==> src/dcache_pkg.sv <==
package dcache_pkg;

	// ==============================
	// CPU side
	// ==============================

	// One CPU access. For a flush only the flush bit counts.
	typedef struct packed {
		logic rw;
		logic flush;
		logic cacheable;
		logic [31:0] address;
		logic [31:0] wdata;
	} cpu_req_t;

	// ==============================
	// Cache store
	// ==============================

	// One line of the store, one word wide.
	// The tag is the full word address, so a line rebuilds its own address.
	// Valid sits in bit 0 and dirty in bit 1.
	typedef struct packed {
		logic [31:0] data;
		logic [29:0] tag;
		logic dirty;
		logic valid;
	} cache_entry_t;

	// Invalid and clean, written to every line after reset.
	localparam cache_entry_t ENTRY_CLEAR = '0;

endpackage

==> src/mem_bus_pkg.sv <==
package mem_bus_pkg;

	// ==============================
	// Memory bus
	// ==============================

	// Data word on the bus and in memory.
	typedef logic [31:0] word_t;

	// Bus command, held stable until ready.
	// The address is a byte address. Memory uses the word part.
	typedef struct packed {
		logic rw;
		logic [31:0] address;
		word_t wdata;
	} bus_req_t;

endpackage

==> src/dcache.sv <==
`timescale 1ns/1ps

module dcache #(
	parameter int CACHE_INDEX_BITS = 4
) (
	input logic i_clock,
	input logic i_reset,

	// CPU side.
	input logic i_request,
	input dcache_pkg::cpu_req_t i_req,
	output logic o_ready,
	output mem_bus_pkg::word_t o_rdata,

	// Memory bus.
	output logic o_bus_request,
	output mem_bus_pkg::bus_req_t o_bus_req,
	input logic i_bus_ready,
	input mem_bus_pkg::word_t i_bus_rdata
);

	import dcache_pkg::*;
	import mem_bus_pkg::*;

	typedef enum logic [3:0] {
		IDLE,
		FLUSH_SETUP,
		FLUSH_CHECK,
		FLUSH_WRITE,
		PASS_THROUGH,
		WRITE_SETUP,
		WRITE_WAIT,
		READ_SETUP,
		READ_WB_WAIT,
		READ_BUS_WAIT
	} state_t;

	state_t state;
	state_t next_state;

	// One extra bit marks the end of the flush walk.
	logic [CACHE_INDEX_BITS:0] flush_address;
	logic [CACHE_INDEX_BITS:0] next_flush_address;

	// Store port.
	logic cache_initialized;
	logic cache_write;
	logic [CACHE_INDEX_BITS-1:0] cache_address;
	cache_entry_t cache_wdata;
	cache_entry_t entry;

	logic [CACHE_INDEX_BITS-1:0] req_index;
	logic [CACHE_INDEX_BITS-1:0] flush_index;
	logic [29:0] req_tag;
	logic hit;
	logic conflict;

	// Lines and bus commands the FSM picks from.
	cache_entry_t entry_store;
	cache_entry_t entry_fill;
	cache_entry_t entry_cleaned;
	bus_req_t bus_victim;
	bus_req_t bus_fill;
	bus_req_t bus_pass;

	// Read data follows the address by one cycle.
	ram_clear #(
		.DEPTH_BITS(CACHE_INDEX_BITS),
		.T_WORD(cache_entry_t),
		.CLEAR_VALUE(ENTRY_CLEAR)
	) u_ram (
		.i_clock(i_clock),
		.i_reset(i_reset),
		.i_write(cache_write),
		.i_address(cache_address),
		.i_wdata(cache_wdata),
		.o_rdata(entry),
		.o_initialized(cache_initialized)
	);

	assign req_index = i_req.address[CACHE_INDEX_BITS+1:2];
	assign req_tag = i_req.address[31:2];
	assign flush_index = flush_address[CACHE_INDEX_BITS-1:0];

	assign hit = entry.valid && (entry.tag == req_tag);
	// Dirty line of another address must go out before this one lands.
	assign conflict = entry.dirty && (entry.tag != req_tag);

	assign entry_store = '{data: i_req.wdata, tag: req_tag, dirty: 1'b1, valid: 1'b1};
	assign entry_fill = '{data: i_bus_rdata, tag: req_tag, dirty: 1'b0, valid: 1'b1};
	assign entry_cleaned = '{data: entry.data, tag: entry.tag, dirty: 1'b0, valid: entry.valid};

	assign bus_victim = '{rw: 1'b1, address: {entry.tag, 2'b00}, wdata: entry.data};
	assign bus_fill = '{rw: 1'b0, address: i_req.address, wdata: '0};
	assign bus_pass = '{rw: i_req.rw, address: i_req.address, wdata: i_req.wdata};

	always_ff @(posedge i_clock) begin
		if (i_reset) begin
			state <= IDLE;
			flush_address <= '0;
		end else begin
			state <= next_state;
			flush_address <= next_flush_address;
		end
	end

	always_comb begin
		next_state = state;
		next_flush_address = flush_address;

		o_ready = 1'b0;
		o_rdata = '0;
		o_bus_request = 1'b0;
		o_bus_req = '0;

		cache_write = 1'b0;
		cache_wdata = ENTRY_CLEAR;
		cache_address = req_index;

		case (state)
			// Store is read at the request index here, ready for the next state.
			IDLE: begin
				if (i_request) begin
					if (i_req.flush) begin
						if (cache_initialized) begin
							next_flush_address = '0;
							next_state = FLUSH_SETUP;
						end else begin
							o_ready = 1'b1;
						end
					end else if (cache_initialized && i_req.cacheable) begin
						next_state = i_req.rw ? WRITE_SETUP : READ_SETUP;
					end else begin
						o_bus_request = 1'b1;
						o_bus_req = bus_pass;
						next_state = PASS_THROUGH;
					end
				end
			end

			// ==============================
			// Flush
			// ==============================

			FLUSH_SETUP: begin
				cache_address = flush_index;
				if (flush_address[CACHE_INDEX_BITS]) begin
					o_ready = 1'b1;
					next_state = IDLE;
				end else begin
					next_state = FLUSH_CHECK;
				end
			end

			FLUSH_CHECK: begin
				cache_address = flush_index;
				if (entry.dirty) begin
					o_bus_request = 1'b1;
					o_bus_req = bus_victim;
					next_state = FLUSH_WRITE;
				end else begin
					next_flush_address = flush_address + 1'b1;
					next_state = FLUSH_SETUP;
				end
			end

			// Line stays put, only the dirty bit goes.
			FLUSH_WRITE: begin
				cache_address = flush_index;
				o_bus_request = 1'b1;
				o_bus_req = bus_victim;
				if (i_bus_ready) begin
					cache_write = 1'b1;
					cache_wdata = entry_cleaned;
					next_flush_address = flush_address + 1'b1;
					next_state = FLUSH_SETUP;
				end
			end

			// ==============================
			// Uncached
			// ==============================

			PASS_THROUGH: begin
				o_bus_request = 1'b1;
				o_bus_req = bus_pass;
				o_rdata = i_bus_rdata;
				if (i_bus_ready) begin
					o_ready = 1'b1;
					next_state = IDLE;
				end
			end

			// ==============================
			// Write
			// ==============================

			WRITE_SETUP: begin
				if (conflict) begin
					o_bus_request = 1'b1;
					o_bus_req = bus_victim;
					next_state = WRITE_WAIT;
				end else begin
					cache_write = 1'b1;
					cache_wdata = entry_store;
					o_ready = 1'b1;
					next_state = IDLE;
				end
			end

			// Victim goes out first, then the new word takes the line.
			WRITE_WAIT: begin
				o_bus_request = 1'b1;
				o_bus_req = bus_victim;
				if (i_bus_ready) begin
					cache_write = 1'b1;
					cache_wdata = entry_store;
					o_ready = 1'b1;
					next_state = IDLE;
				end
			end

			// ==============================
			// Read
			// ==============================

			READ_SETUP: begin
				o_rdata = entry.data;
				if (hit) begin
					o_ready = 1'b1;
					next_state = IDLE;
				end else if (entry.dirty) begin
					o_bus_request = 1'b1;
					o_bus_req = bus_victim;
					next_state = READ_WB_WAIT;
				end else begin
					o_bus_request = 1'b1;
					o_bus_req = bus_fill;
					next_state = READ_BUS_WAIT;
				end
			end

			// Refill starts as a fresh bus transaction right after this ready.
			READ_WB_WAIT: begin
				o_bus_request = 1'b1;
				o_bus_req = bus_victim;
				if (i_bus_ready) begin
					next_state = READ_BUS_WAIT;
				end
			end

			READ_BUS_WAIT: begin
				o_bus_request = 1'b1;
				o_bus_req = bus_fill;
				o_rdata = i_bus_rdata;
				if (i_bus_ready) begin
					cache_write = 1'b1;
					cache_wdata = entry_fill;
					o_ready = 1'b1;
					next_state = IDLE;
				end
			end

			default: begin
				next_state = IDLE;
			end
		endcase
	end

endmodule

==> src/ram_clear.sv <==
`timescale 1ns/1ps

module ram_clear #(
	parameter int DEPTH_BITS = 4,
	parameter type T_WORD = logic [31:0],
	parameter T_WORD CLEAR_VALUE = '0
) (
	input logic i_clock,
	input logic i_reset,
	input logic i_write,
	input logic [DEPTH_BITS-1:0] i_address,
	input T_WORD i_wdata,
	output T_WORD o_rdata,
	output logic o_initialized
);

	localparam int DEPTH = 1 << DEPTH_BITS;

	T_WORD memory [DEPTH];

	logic clearing;
	logic [DEPTH_BITS-1:0] clear_address;

	logic ram_write;
	logic [DEPTH_BITS-1:0] ram_address;
	T_WORD ram_wdata;

	// Clear sequencer, one word per cycle once reset is released.
	always_ff @(posedge i_clock) begin
		if (i_reset) begin
			clearing <= 1'b1;
			clear_address <= '0;
			o_initialized <= 1'b0;
		end else if (clearing) begin
			clear_address <= clear_address + 1'b1;
			if (&clear_address) begin
				clearing <= 1'b0;
				o_initialized <= 1'b1;
			end
		end
	end

	// The clear pass owns the port until it is done.
	// Port writes are dropped before that.
	assign ram_address = clearing ? clear_address : i_address;
	assign ram_wdata = clearing ? CLEAR_VALUE : i_wdata;
	assign ram_write = clearing || (o_initialized && i_write);

	// Read data shows the old word when reading the address being written.
	always_ff @(posedge i_clock) begin
		if (ram_write) begin
			memory[ram_address] <= ram_wdata;
		end
		o_rdata <= memory[ram_address];
	end

endmodule

==> config.mk <==
export PLATFORM = sky130hd
export DESIGN_NAME = dcache
export DESIGN_NICKNAME = d
export VERILOG_FILES = /design/src/dcache_pkg.sv /design/src/mem_bus_pkg.sv /design/src/dcache.sv /design/src/ram_clear.sv
export SDC_FILE = /design/constraint.sdc
export NUM_CORES = 1
export LEC_CHECK = 0
export BUFFER_PORTS_ARGS = -buffer_cell sky130_fd_sc_hd__clkbuf_2
export CORE_UTILIZATION = 35
export DETAILED_ROUTE_END_ITERATION = 10
export GPL_TIMING_DRIVEN = 0
export SETUP_SLACK_MARGIN = 0.3
export SKIP_LAST_GASP = 1
export SLEW_MARGIN = 20
export SYNTH_ARGS = -nofsm -noshare
export SYNTH_HDL_FRONTEND = slang
export SYNTH_SLANG_ARGS = --single-unit
==> constraint.sdc <==
create_clock -name i_clock -period 9.04 [get_ports i_clock]
set_input_delay 0.904 -clock i_clock [delete_from_list [all_inputs] [get_ports i_clock]]
set_output_delay 0.904 -clock i_clock [all_outputs]
set_load 0.1 [all_outputs]
# Word-level counts from Yosys, hierarchy flattened
# Memories as Yosys holds them, arrays and structs flattened. A register that Yosys moved wholly into a read port is not among the register bits.
# Cells that the tools add are included.
# totals
register_bits,15
ramBits,1024
input_bits,103
output_inout_bits,99
wordCells,101
n_memories,1
# memory_table
memory,depth,word_bits,rd,rd_clocked_by_memory_dff,wr,line_no,source
u_ram.memory,16,64,1,1,1,ram_clear.sv:19,T_WORD memory [DEPTH];
# classes
addsub,2
eq_ne,19
n_mux,57
n_reduce_logical,17
# ops
operator,n
$mux W65,7
$pmux W65 S7,1
$mux W64,5
$pmux W64 S4,1
$pmux W32 S2,1
$mux W4,9
$pmux W4 S8,1
$eq A30 B30 Y1,1
$ne A30 B30 Y1,1
$mux W5,5
$mux W1,18
$eq A4 B3 Y1 const B,4
$pmux W5 S3,1
$reduce_or A3 Y1,4
$ne A2 B2 Y1 const B,5
$pmux W1 S5,2
$reduce_and A5 Y1,2
$eq A4 B2 Y1 const B,2
$eq A4 B4 Y1 const B,2
$mux W2,4
$reduce_and A6 Y1,1
$add A5 B1 Y5 const B,1
$reduce_or A5 Y1,1
$add A4 B1 Y4 const B,1
11 further kinds,15

# Depth between registers and ports, before layout
# Gate-level depths: netlist of the first run.
# logic_depth
ltp_word,8
mapped_depth,12
depth_no_buf,6

# By module
# Synthesis of the first run repeated with hierarchy kept, for this count alone.
# unflattened
cells_unflattened,3482
area_unflattened_um2,50175.6
# modules_own_cells
mod,n_inst,cells_each,area_per_inst_um2,seq_area_each_um2
ram_clear,1,2854,46240.6,32150.8
dcache,1,628,3935.0,180.2

# Worst setup path before layout of the first run
# Ideal clock, no wire load.
# synth_timing
kind,in2reg
start,input i_req[44] in the netlist's numbering
end,memory u_ram.memory[10][0] in the netlist's numbering (enable)
setup_ps,565
arrival_ps,6621
required_time_ps,8475
path_slack_ps,1855
stages,7
path_buffers,1
path_cell_list,xor2_1 -> nor4_1 -> nand4_1 -> nor2_1 -> o221ai_1 -> clkbuf_1 -> nor3_1
# synth_via
elab_chain_cells,8
# synth_rtl
item,line_no,source
from (decl),dcache.sv:11,"input dcache_pkg::cpu_req_t i_req,"
$ne A30 B30 Y1,dcache.sv:87,assign conflict = entry.dirty && (entry.tag != req_tag);
$logic_and A1 B1 Y1,dcache.sv:87,
$mux W1,dcache.sv:199,if (conflict) begin
$pmux W1 S2,dcache.sv:120,case (state)
$logic_and A1 B1 Y1,ram_clear.sv:47,assign ram_write = clearing || (o_initialized && i_write);
$logic_or A1 B1 Y1,ram_clear.sv:47,
$mux W1,ram_clear.sv:51,if (ram_write) begin
$mux W1 (implied by the code),ram_clear.sv:52,memory[ram_address] <= ram_wdata;
to (decl),ram_clear.sv:19,
# No other way between the ends.

==> load_flow_metrics.sql, run 1 <==
INSERT INTO impl_metrics (metric_group, metric, value, unit) VALUES
('worst_setup_path', 'critPathMaxStageDelay', '0.89', 'ns'),
('status', 'outcome', 'finished, final reports clean', ''),
('timing', 'fmax', '169', 'MHz'),
('layout', 'layout-drive-gt1-share', '0.176', ''),
('layout', 'filler_cell_count', '12100', ''),
('worst_setup_path', 'cpLargestDelayFamily', 'buffers and inverters', ''),
('layout', 'nets', '3853', ''),
('worst_setup_path', 'critPathCapture', 'o_bus_req[15]', ''),
('layout', 'mostFrequentLayoutCell', 'sky130_fd_sc_hd__edfxtp_1', ''),
('power', 'worst_ir_drop_vdd', '190', 'uV'),
('synthesis', 'synth_cell_type_count', '63', ''),
('placement', 'total_placed_instance_area', '51400', 'um^2'),
('synthesis', 'synth_seq_cells', '1103', ''),
('placement', 'placement.io_buffers', '200', ''),
('drt', 'route.detailed.vias_per_inst', '5.84', ''),
('synthesis', 'synthesis.nets', '3385', ''),
('synthesis', 'cell_count_after_synthesis', '3280', ''),
('worst_setup_path', 'ff2ff_setup_slack', '3.39', 'ns'),
('synthesis', 'synth_ff_type', 'sky130_fd_sc_hd__edfxtp_1', ''),
('clock_network', 'clock_insertion_delay_worst_skew', '0.69', 'ns'),
('worst_setup_path', 'worstSetupStartpoint', 'state[2]', ''),
('worst_setup_path', 'critPathLaunchType', 'flip-flop', ''),
('timing', 'timing.final.crit_share', '0.656', ''),
('placement', 'post-place-ws', '3.14', 'ns'),
('synthesis', 'synth_enable_flop_cells', '1024', ''),
('layout', 'layout.cells.most_common_list', '1024 x sky130_fd_sc_hd__edfxtp_1, 239 x sky130_fd_sc_hd__clkbuf_1, 205 x sky130_fd_sc_hd__clkbuf_2', ''),
('clock_network', 'clock_net_sink_count', '1103', ''),
('clock_network', 'cts_tree', 'done', ''),
('timing', 'slew-limit-headroom', '0.234', ''),
('synthesis', 'yosysWarningCount', '0', ''),
('drt', 'ant_nets', '0', ''),
('global_routing', 'grt_pass1_vias', '32200', ''),
('worst_setup_path', 'reg2reg_depth', '16', ''),
('hold_path', 'hp-class', 'flip-flop to flip-flop', ''),
('die', 'std_cell_rows', '133', ''),
('drt', 'dr.first_iter.drc_count', '4076', ''),
('clock_network', 'clk_transition_reported_paths', '0.07', 'ns'),
('synthesis', 'synth.cell_area', '46800', 'um^2'),
('die', 'io_pins', '202', ''),
('worst_setup_path', 'critical_path_peak_fanout', '10', ''),
('worst_setup_path', 'crit-reg2reg-launch', 'state[1]', ''),
('timing', 'timing.final.setup_violations', '0', ''),
('global_routing', 'global_route.overflow_total', '0', ''),
('worst_setup_path', 'path_cells', 'buf_2 > nand2b_1 > nor2_1 > o31ai_2 > o221ai_2 > clkbuf_1 > a22o_1 > clkbuf_2', ''),
('timing', 'finalSetupTns', '0', 'ns'),
('clock_network', 'ctsResizeCount', '0', ''),
('drt', 'post_detailed_route_wirelength_per_cell', '27.6', 'um'),
('layout', 'layout.cell_area.non_filler', '55100', 'um^2'),
('timing', 'hold_violations', '0', ''),
('worst_setup_path', 'crit_buf_inv', '3', ''),
('worst_setup_path', 'setup_cp_type', 'flip-flop to primary output', ''),
('worst_setup_path', 'timing.critical_path.to_type', 'primary output', ''),
('flow_run', 'maximum_capacitance_violations', '0', ''),
('timing', 'drv_slew', '0', ''),
('layout', 'area_growth_syn_to_layout', '17.9', '%'),
('clock_network', 'tritoncts.num_buffers', '107', ''),
('timing', 'worstMarginPinSlew', '1.15', 'ns'),
('global_routing', 'grt_max_degree', '17', ''),
('worst_setup_path', 'reg2reg_to', 'u_ram.memory[6][22]', ''),
('drt', 'routed-via-count', '32700', ''),
('timing', 'grt_setup_unrepaired', 'no', ''),
('worst_setup_path', 'worst_ep_arrival_time', '5.02', 'ns'),
('clock_network', 'cts.path.max_buffers', '3', ''),
('die', 'floorplan.die_area', '135000', 'um^2'),
('clock_network', 'cts.root.buffer_cell', 'sky130_fd_sc_hd__clkbuf_16', ''),
('clock_network', 'hold_buf_cts', '0', ''),
('timing', 'timing.final.crit_period', '5.93', 'ns'),
('layout', 'number_of_cells_in_the_finished_layout_apart_from_fillers', '5603', ''),
('global_routing', 'grt.total_usage', '0.224', ''),
('worst_setup_path', 'crit_required', '8.14', 'ns'),
('placement', 'dp_cells', '5394', '');
-- layout make-up --
| cell class | count | area share |
|---|---|---|
| well taps | 1755 | 0.0398 |
| flip-flops and latches | 1103 | 0.587 |
| diodes | 8 | 0.000363 |
| multi-input cells | 1719 | 0.232 |
| clock inverters | 66 | 0.0119 |
| inverters | 130 | 0.00885 |
| plain buffers | 328 | 0.0258 |
| clock buffers | 135 | 0.0533 |
| repair buffers | 359 | 0.0416 |
-- cell usage after synthesis (all sizes together) (2+ instances only) --
| library cell | count | area, um^2 |
|---|---|---|
| dfxtp | 79 | 1580 |
| nor2 | 37 | 144 |
| or3 | 2 | 12.5 |
| nor4 | 9 | 71.3 |
| o21ai | 73 | 365 |
| xor2 | 34 | 298 |
| nand2 | 116 | 435 |
| clkbuf | 227 | 852 |
| a22o | 158 | 1380 |
| o31ai | 64 | 485 |
| a31oi | 5 | 31.3 |
| nor2b | 2 | 12.5 |
| a22oi | 33 | 248 |
| ha | 2 | 25.0 |
| a211o | 65 | 569 |
| mux2i | 129 | 1290 |
| o211ai | 190 | 1430 |
| a32oi | 93 | 815 |
| and2 | 132 | 826 |
| nand3b | 2 | 15.0 |
| a221o | 63 | 631 |
| nand2b | 9 | 56.3 |
| edfxtp | 1024 | 30700 |
| nand3 | 9 | 57.6 |
| nand4 | 194 | 1210 |
| nor3 | 24 | 125 |
| a31o | 2 | 17.5 |
| a311oi | 64 | 561 |
| o221ai | 3 | 32.5 |
| a21o | 3 | 22.5 |
| a211oi | 6 | 45.0 |
| a221oi | 66 | 578 |
| or2 | 3 | 18.8 |
| o21a | 2 | 15.0 |
| buf | 101 | 566 |
| inv | 130 | 488 |
| a21oi | 106 | 531 |
| xnor2 | 3 | 26.3 |
| o31a | 4 | 35.0 |
-- worst min-delay path, stage by stage (launching register included) --
cell and delay, ns:
sky130_fd_sc_hd__dfxtp_1 0.35, sky130_fd_sc_hd__nand3_1 0.08, sky130_fd_sc_hd__a21o_1 0.10
-- logic make-up after synthesis --
| kind of cell | share of synthesized area |
|---|---|
| AOI/OAI and AO/OA | 0.168 |
| xor gates and xnor gates | 0.00693 |
| adders and majority gates | 0.000535 |
| buffers and inverters | 0.0408 |
| DFF | 0.691 |
| muxes | 0.0276 |
| and+or+nand+nor | 0.0644 |
-- power by group --
| group | internal, mW | total (mW) | switching, mW |
|---|---|---|---|
| Sequential | 5.68 | 5.81 | 0.129 |
| Combinational | 0.513 | 2.23 | 1.72 |
| Clock | 2.64 | 4.58 | 1.94 |
-- registers in the layout, summed over array words and instances (netlist names) --
register / count
state: 4
u_ram.o_initialized: 1
flush_address: 5
u_ram.memory: 1024
u_ram.o_rdata: 64
u_ram.clearing: 1
u_ram.clear_address: 4
-- worst min path at each step --
stage / slack [ns] / endpoint / startpoint / cells past startpoint
floorplan: 0.49 / u_ram.clearing / u_ram.clear_address[3] / 2
global placement: 0.51 / u_ram.clearing / u_ram.clear_address[3] / 2
detailed placement: 0.53 / u_ram.clearing / u_ram.clear_address[3] / 2
CTS: 0.54 / u_ram.clearing / u_ram.clear_address[3] / 2
global route: 0.59 / u_ram.clearing / u_ram.clear_address[3] / 2
finish: 0.56 / u_ram.clearing / u_ram.clear_address[3] / 2
-- metal layers --
metal | global-route usage | part of all wire
met5 | 0 | 0.00067
met4 | 0.0929 | 0.041
met3 | 0.0447 | 0.097
met2 | 0.340 | 0.44
met1 | 0.311 | 0.42
-- metrics by stage --
stage          utilization  power (mW)  hold slack (ns)
2_1_floorplan            -        7.40            0.493
3_3_place_gp         0.379        8.10            0.515
3_5_place_dp         0.390        8.11            0.530
4_1_cts              0.417        12.6            0.542
5_1_grt              0.417        12.9            0.590
6_report             0.418        12.6            0.555
Power figures use the tool's default switching activity.
==> run 2, diff against run 1 <==
clock period = 5.9 ns   (was 9.04 ns; I/O delays follow)
==> run 2 against run 1 <==
  * Register-to-register slack got worse by 2.7 ns
  * Total power rose by 53%
  * Routed wire length barely moved
  * Global-route usage did not move
==> load_flow_metrics.sql, run 2 (synthesis results as in run 1) <==
INSERT INTO impl_metrics (metric_group, metric, value, unit) VALUES
('hold_path', 'worstHoldStart', 'i_reset', ''),
('global_routing', 'grt_pass1_vias', '32200', ''),
('worst_setup_path', 'crit_required', '5.31', 'ns'),
('clock_network', 'clk_transition_reported_paths', '0.07', 'ns'),
('worst_setup_path', 'reg2reg_to', 'u_ram.memory[15][22]', ''),
('flow_run', 'maximum_capacitance_violations', '0', ''),
('worst_setup_path', 'critPathMaxStageDelay', '0.74', 'ns'),
('layout', 'nets', '3853', ''),
('hold_path', 'hp-class', 'input port to flip-flop', ''),
('drt', 'routed-via-count', '32800', ''),
('timing', 'grt_setup_unrepaired', 'no', ''),
('clock_network', 'clock_insertion_delay_worst_skew', '0.69', 'ns'),
('layout', 'largest_registers', 'u_ram.memory x1024, u_ram.o_rdata x64, flush_address x5', ''),
('global_routing', 'grt_pass1_wl', '222', 'mm'),
('placement', 'detailed_place_hpwl', '114', 'mm'),
('power', 'power_leakage', '18.4', 'nW'),
('worst_setup_path', 'ff2ff_setup_slack', '0.66', 'ns'),
('layout', 'layout-drive-gt1-share', '0.176', ''),
('hold_path', 'worstHoldEndpoint', 'u_ram.clear_address[1]', ''),
('clock_network', 'cts.root.buffer_cell', 'sky130_fd_sc_hd__clkbuf_16', ''),
('worst_setup_path', 'path_cells', 'xor2_1 > nor4_1 > nand4_1 > o21ai_1 > o221ai_2 > clkbuf_1 > a22o_1 > clkbuf_2', ''),
('worst_setup_path', 'crit-reg2reg-launch', 'state[1]', ''),
('worst_setup_path', 'worst_ep_arrival_time', '4.86', 'ns'),
('timing', 'hold_violations', '0', ''),
('clock_network', 'cts.path.max_buffers', '3', ''),
('die', 'io_pins', '202', ''),
('timing', 'timing.final.setup_violations', '0', ''),
('timing', 'fmax', '184', 'MHz'),
('timing', 'max_clock_skew', '0.0279', 'ns'),
('clock_network', 'htreeDepth', '3', ''),
('worst_setup_path', 'timing.critical_path.slowest_stage_cell', 'sky130_fd_sc_hd__o221ai_2', ''),
('worst_setup_path', 'critical_path_peak_fanout', '10', ''),
('drt', 'post_detailed_route_wirelength_per_cell', '27.6', 'um'),
('placement', 'gp_weighted_congestion', '0.912', ''),
('clock_network', 'clock_net_sink_count', '1103', ''),
('hold_path', 'whs_path_depth', '2', ''),
('placement', 'dp_cells', '5394', ''),
('layout', 'mostFrequentLayoutCell', 'sky130_fd_sc_hd__edfxtp_1', ''),
('worst_setup_path', 'critPathLaunchType', 'flip-flop', ''),
('layout', 'layout.cells.most_common_list', '1024 x sky130_fd_sc_hd__edfxtp_1, 238 x sky130_fd_sc_hd__clkbuf_1, 207 x sky130_fd_sc_hd__clkbuf_2', ''),
('drt', 'drt_first_pass_iters', '6', ''),
('power', 'power.density', '351', 'nW/um^2'),
('worst_setup_path', 'setup_cp_type', 'flip-flop to primary output', ''),
('layout', 'largest_reg_flops', '1024', ''),
('clock_network', 'cts_tree', 'done', ''),
('global_routing', 'grt_max_degree', '17', ''),
('layout', 'number_of_cells_in_the_finished_layout_apart_from_fillers', '5601', ''),
('die', 'floorplan.die_area', '135000', 'um^2'),
('global_routing', 'global_route.peak_usage_layer', 'met2', ''),
('global_routing', 'initial_antenna_violation_count', '29', ''),
('drt', 'routed_wirelength', '155', 'mm'),
('timing', 'slew-limit-headroom', '0.224', ''),
('timing', 'finalSetupTns', '0', 'ns'),
('drt', 'drc', '0', ''),
('clock_network', 'hold_buf_cts', '0', ''),
('die', 'dieHeight', '368', 'um'),
('clock_network', 'tritoncts.num_buffers', '107', ''),
('drt', 'route.detailed.vias_per_inst', '5.86', ''),
('worst_setup_path', 'timing.critical_path.depth', '8', ''),
('global_routing', 'global_route.usage.met2', '0.340', ''),
('status', 'outcome', 'finished, final reports clean', ''),
('global_routing', 'met1_usage', '0.311', ''),
('global_routing', 'global_route.overflow_total', '0', ''),
('worst_setup_path', 'crit_buf_inv', '2', ''),
('layout', 'area_growth_syn_to_layout', '17.9', '%'),
('drt', 'ant_nets', '0', ''),
('layout', 'largest-register', 'u_ram.memory', ''),
('global_routing', 'met3_usage', '0.0447', ''),
('timing', 'worstMarginPinSlew', '1.16', 'ns'),
('die', 'std_cell_rows', '133', ''),
('worst_setup_path', 'reg2reg_depth', '16', ''),
('placement', 'placement.io_buffers', '200', ''),
('die', 'core_area', '132000', 'um^2'),
('global_routing', 'grt.total_usage', '0.224', ''),
('timing', 'drv_slew', '0', ''),
('die', 'initial_utilization', '0.354', ''),
('power', 'worst_ir_drop_vdd', '292', 'uV'),
('timing', 'timing.final.crit_share', '0.923', ''),
('die', 'die-width', '368', 'um'),
('worst_setup_path', 'cpLargestDelayFamily', 'compound AO/OA/AOI/OAI gates', ''),
('timing', 'timing.final.crit_period', '5.45', 'ns'),
('worst_setup_path', 'timing.critical_path.to_type', 'primary output', ''),
('drt', 'dr.first_iter.drc_count', '4073', '');
run 2: cell type report:
cell class              count  area, um^2
fillers                 12100       76800
flip-flops and latches   1103       32300
multi-input cells        1719       12800
clock buffers             135        2940
repair buffers            359        2290
well taps                1755        2200
plain buffers             328        1430
clock inverters            66         656
inverters                 130         488
diodes                      6        15.0
run 2: worst max path at each step:
stage	end	slack [ns]	startpoint
2_1_floorplan	u_ram.memory[10][0]	-0.97	i_req[44]
3_3_place_gp	u_ram.memory[15][22]	-7.09	i_req[35]
3_5_place_dp	u_ram.memory[6][22]	0.31	i_req[35]
4_1_cts	u_ram.memory[6][22]	0.31	state[1]
5_1_grt	u_ram.memory[15][22]	0.44	state[1]
6_report	o_bus_req[63]	0.45	u_ram.o_rdata[28]
run 2: metal layers:
layer  routed length, um  vias to the layer above
met1               64700                    16500
met5                 103                        -
met3               15000                      323
met2               68400                     1727
li1                    -                    14300
met4                6620                       18
run 2: per-stage QoR:
step                      setup slack [ns]  area (um^2)  hold WS [ns]   util  total power, mW
after floorplan                     -0.971        46800         0.493      -             11.3
after global placement               -7.09        50000         0.515  0.379             12.4
after detailed placement             0.310        51400         0.530  0.390             12.4
after CTS                            0.308        55000         0.292  0.417             19.4
after global routing                 0.444        55100         0.371  0.418             19.8
final                                0.452        55100         0.334  0.418             19.3
run 2: what timing repair did:
item,4_1_cts,5_1_grt
buffers inserted,0,0
endpoints found under the setup margin,0,72
gates resized for setup,0,8
run 2: report_power, final:
part           switching (mW)  internal (mW)
Clock                    2.98           4.05
Combinational            2.63          0.787
Sequential              0.197           8.71
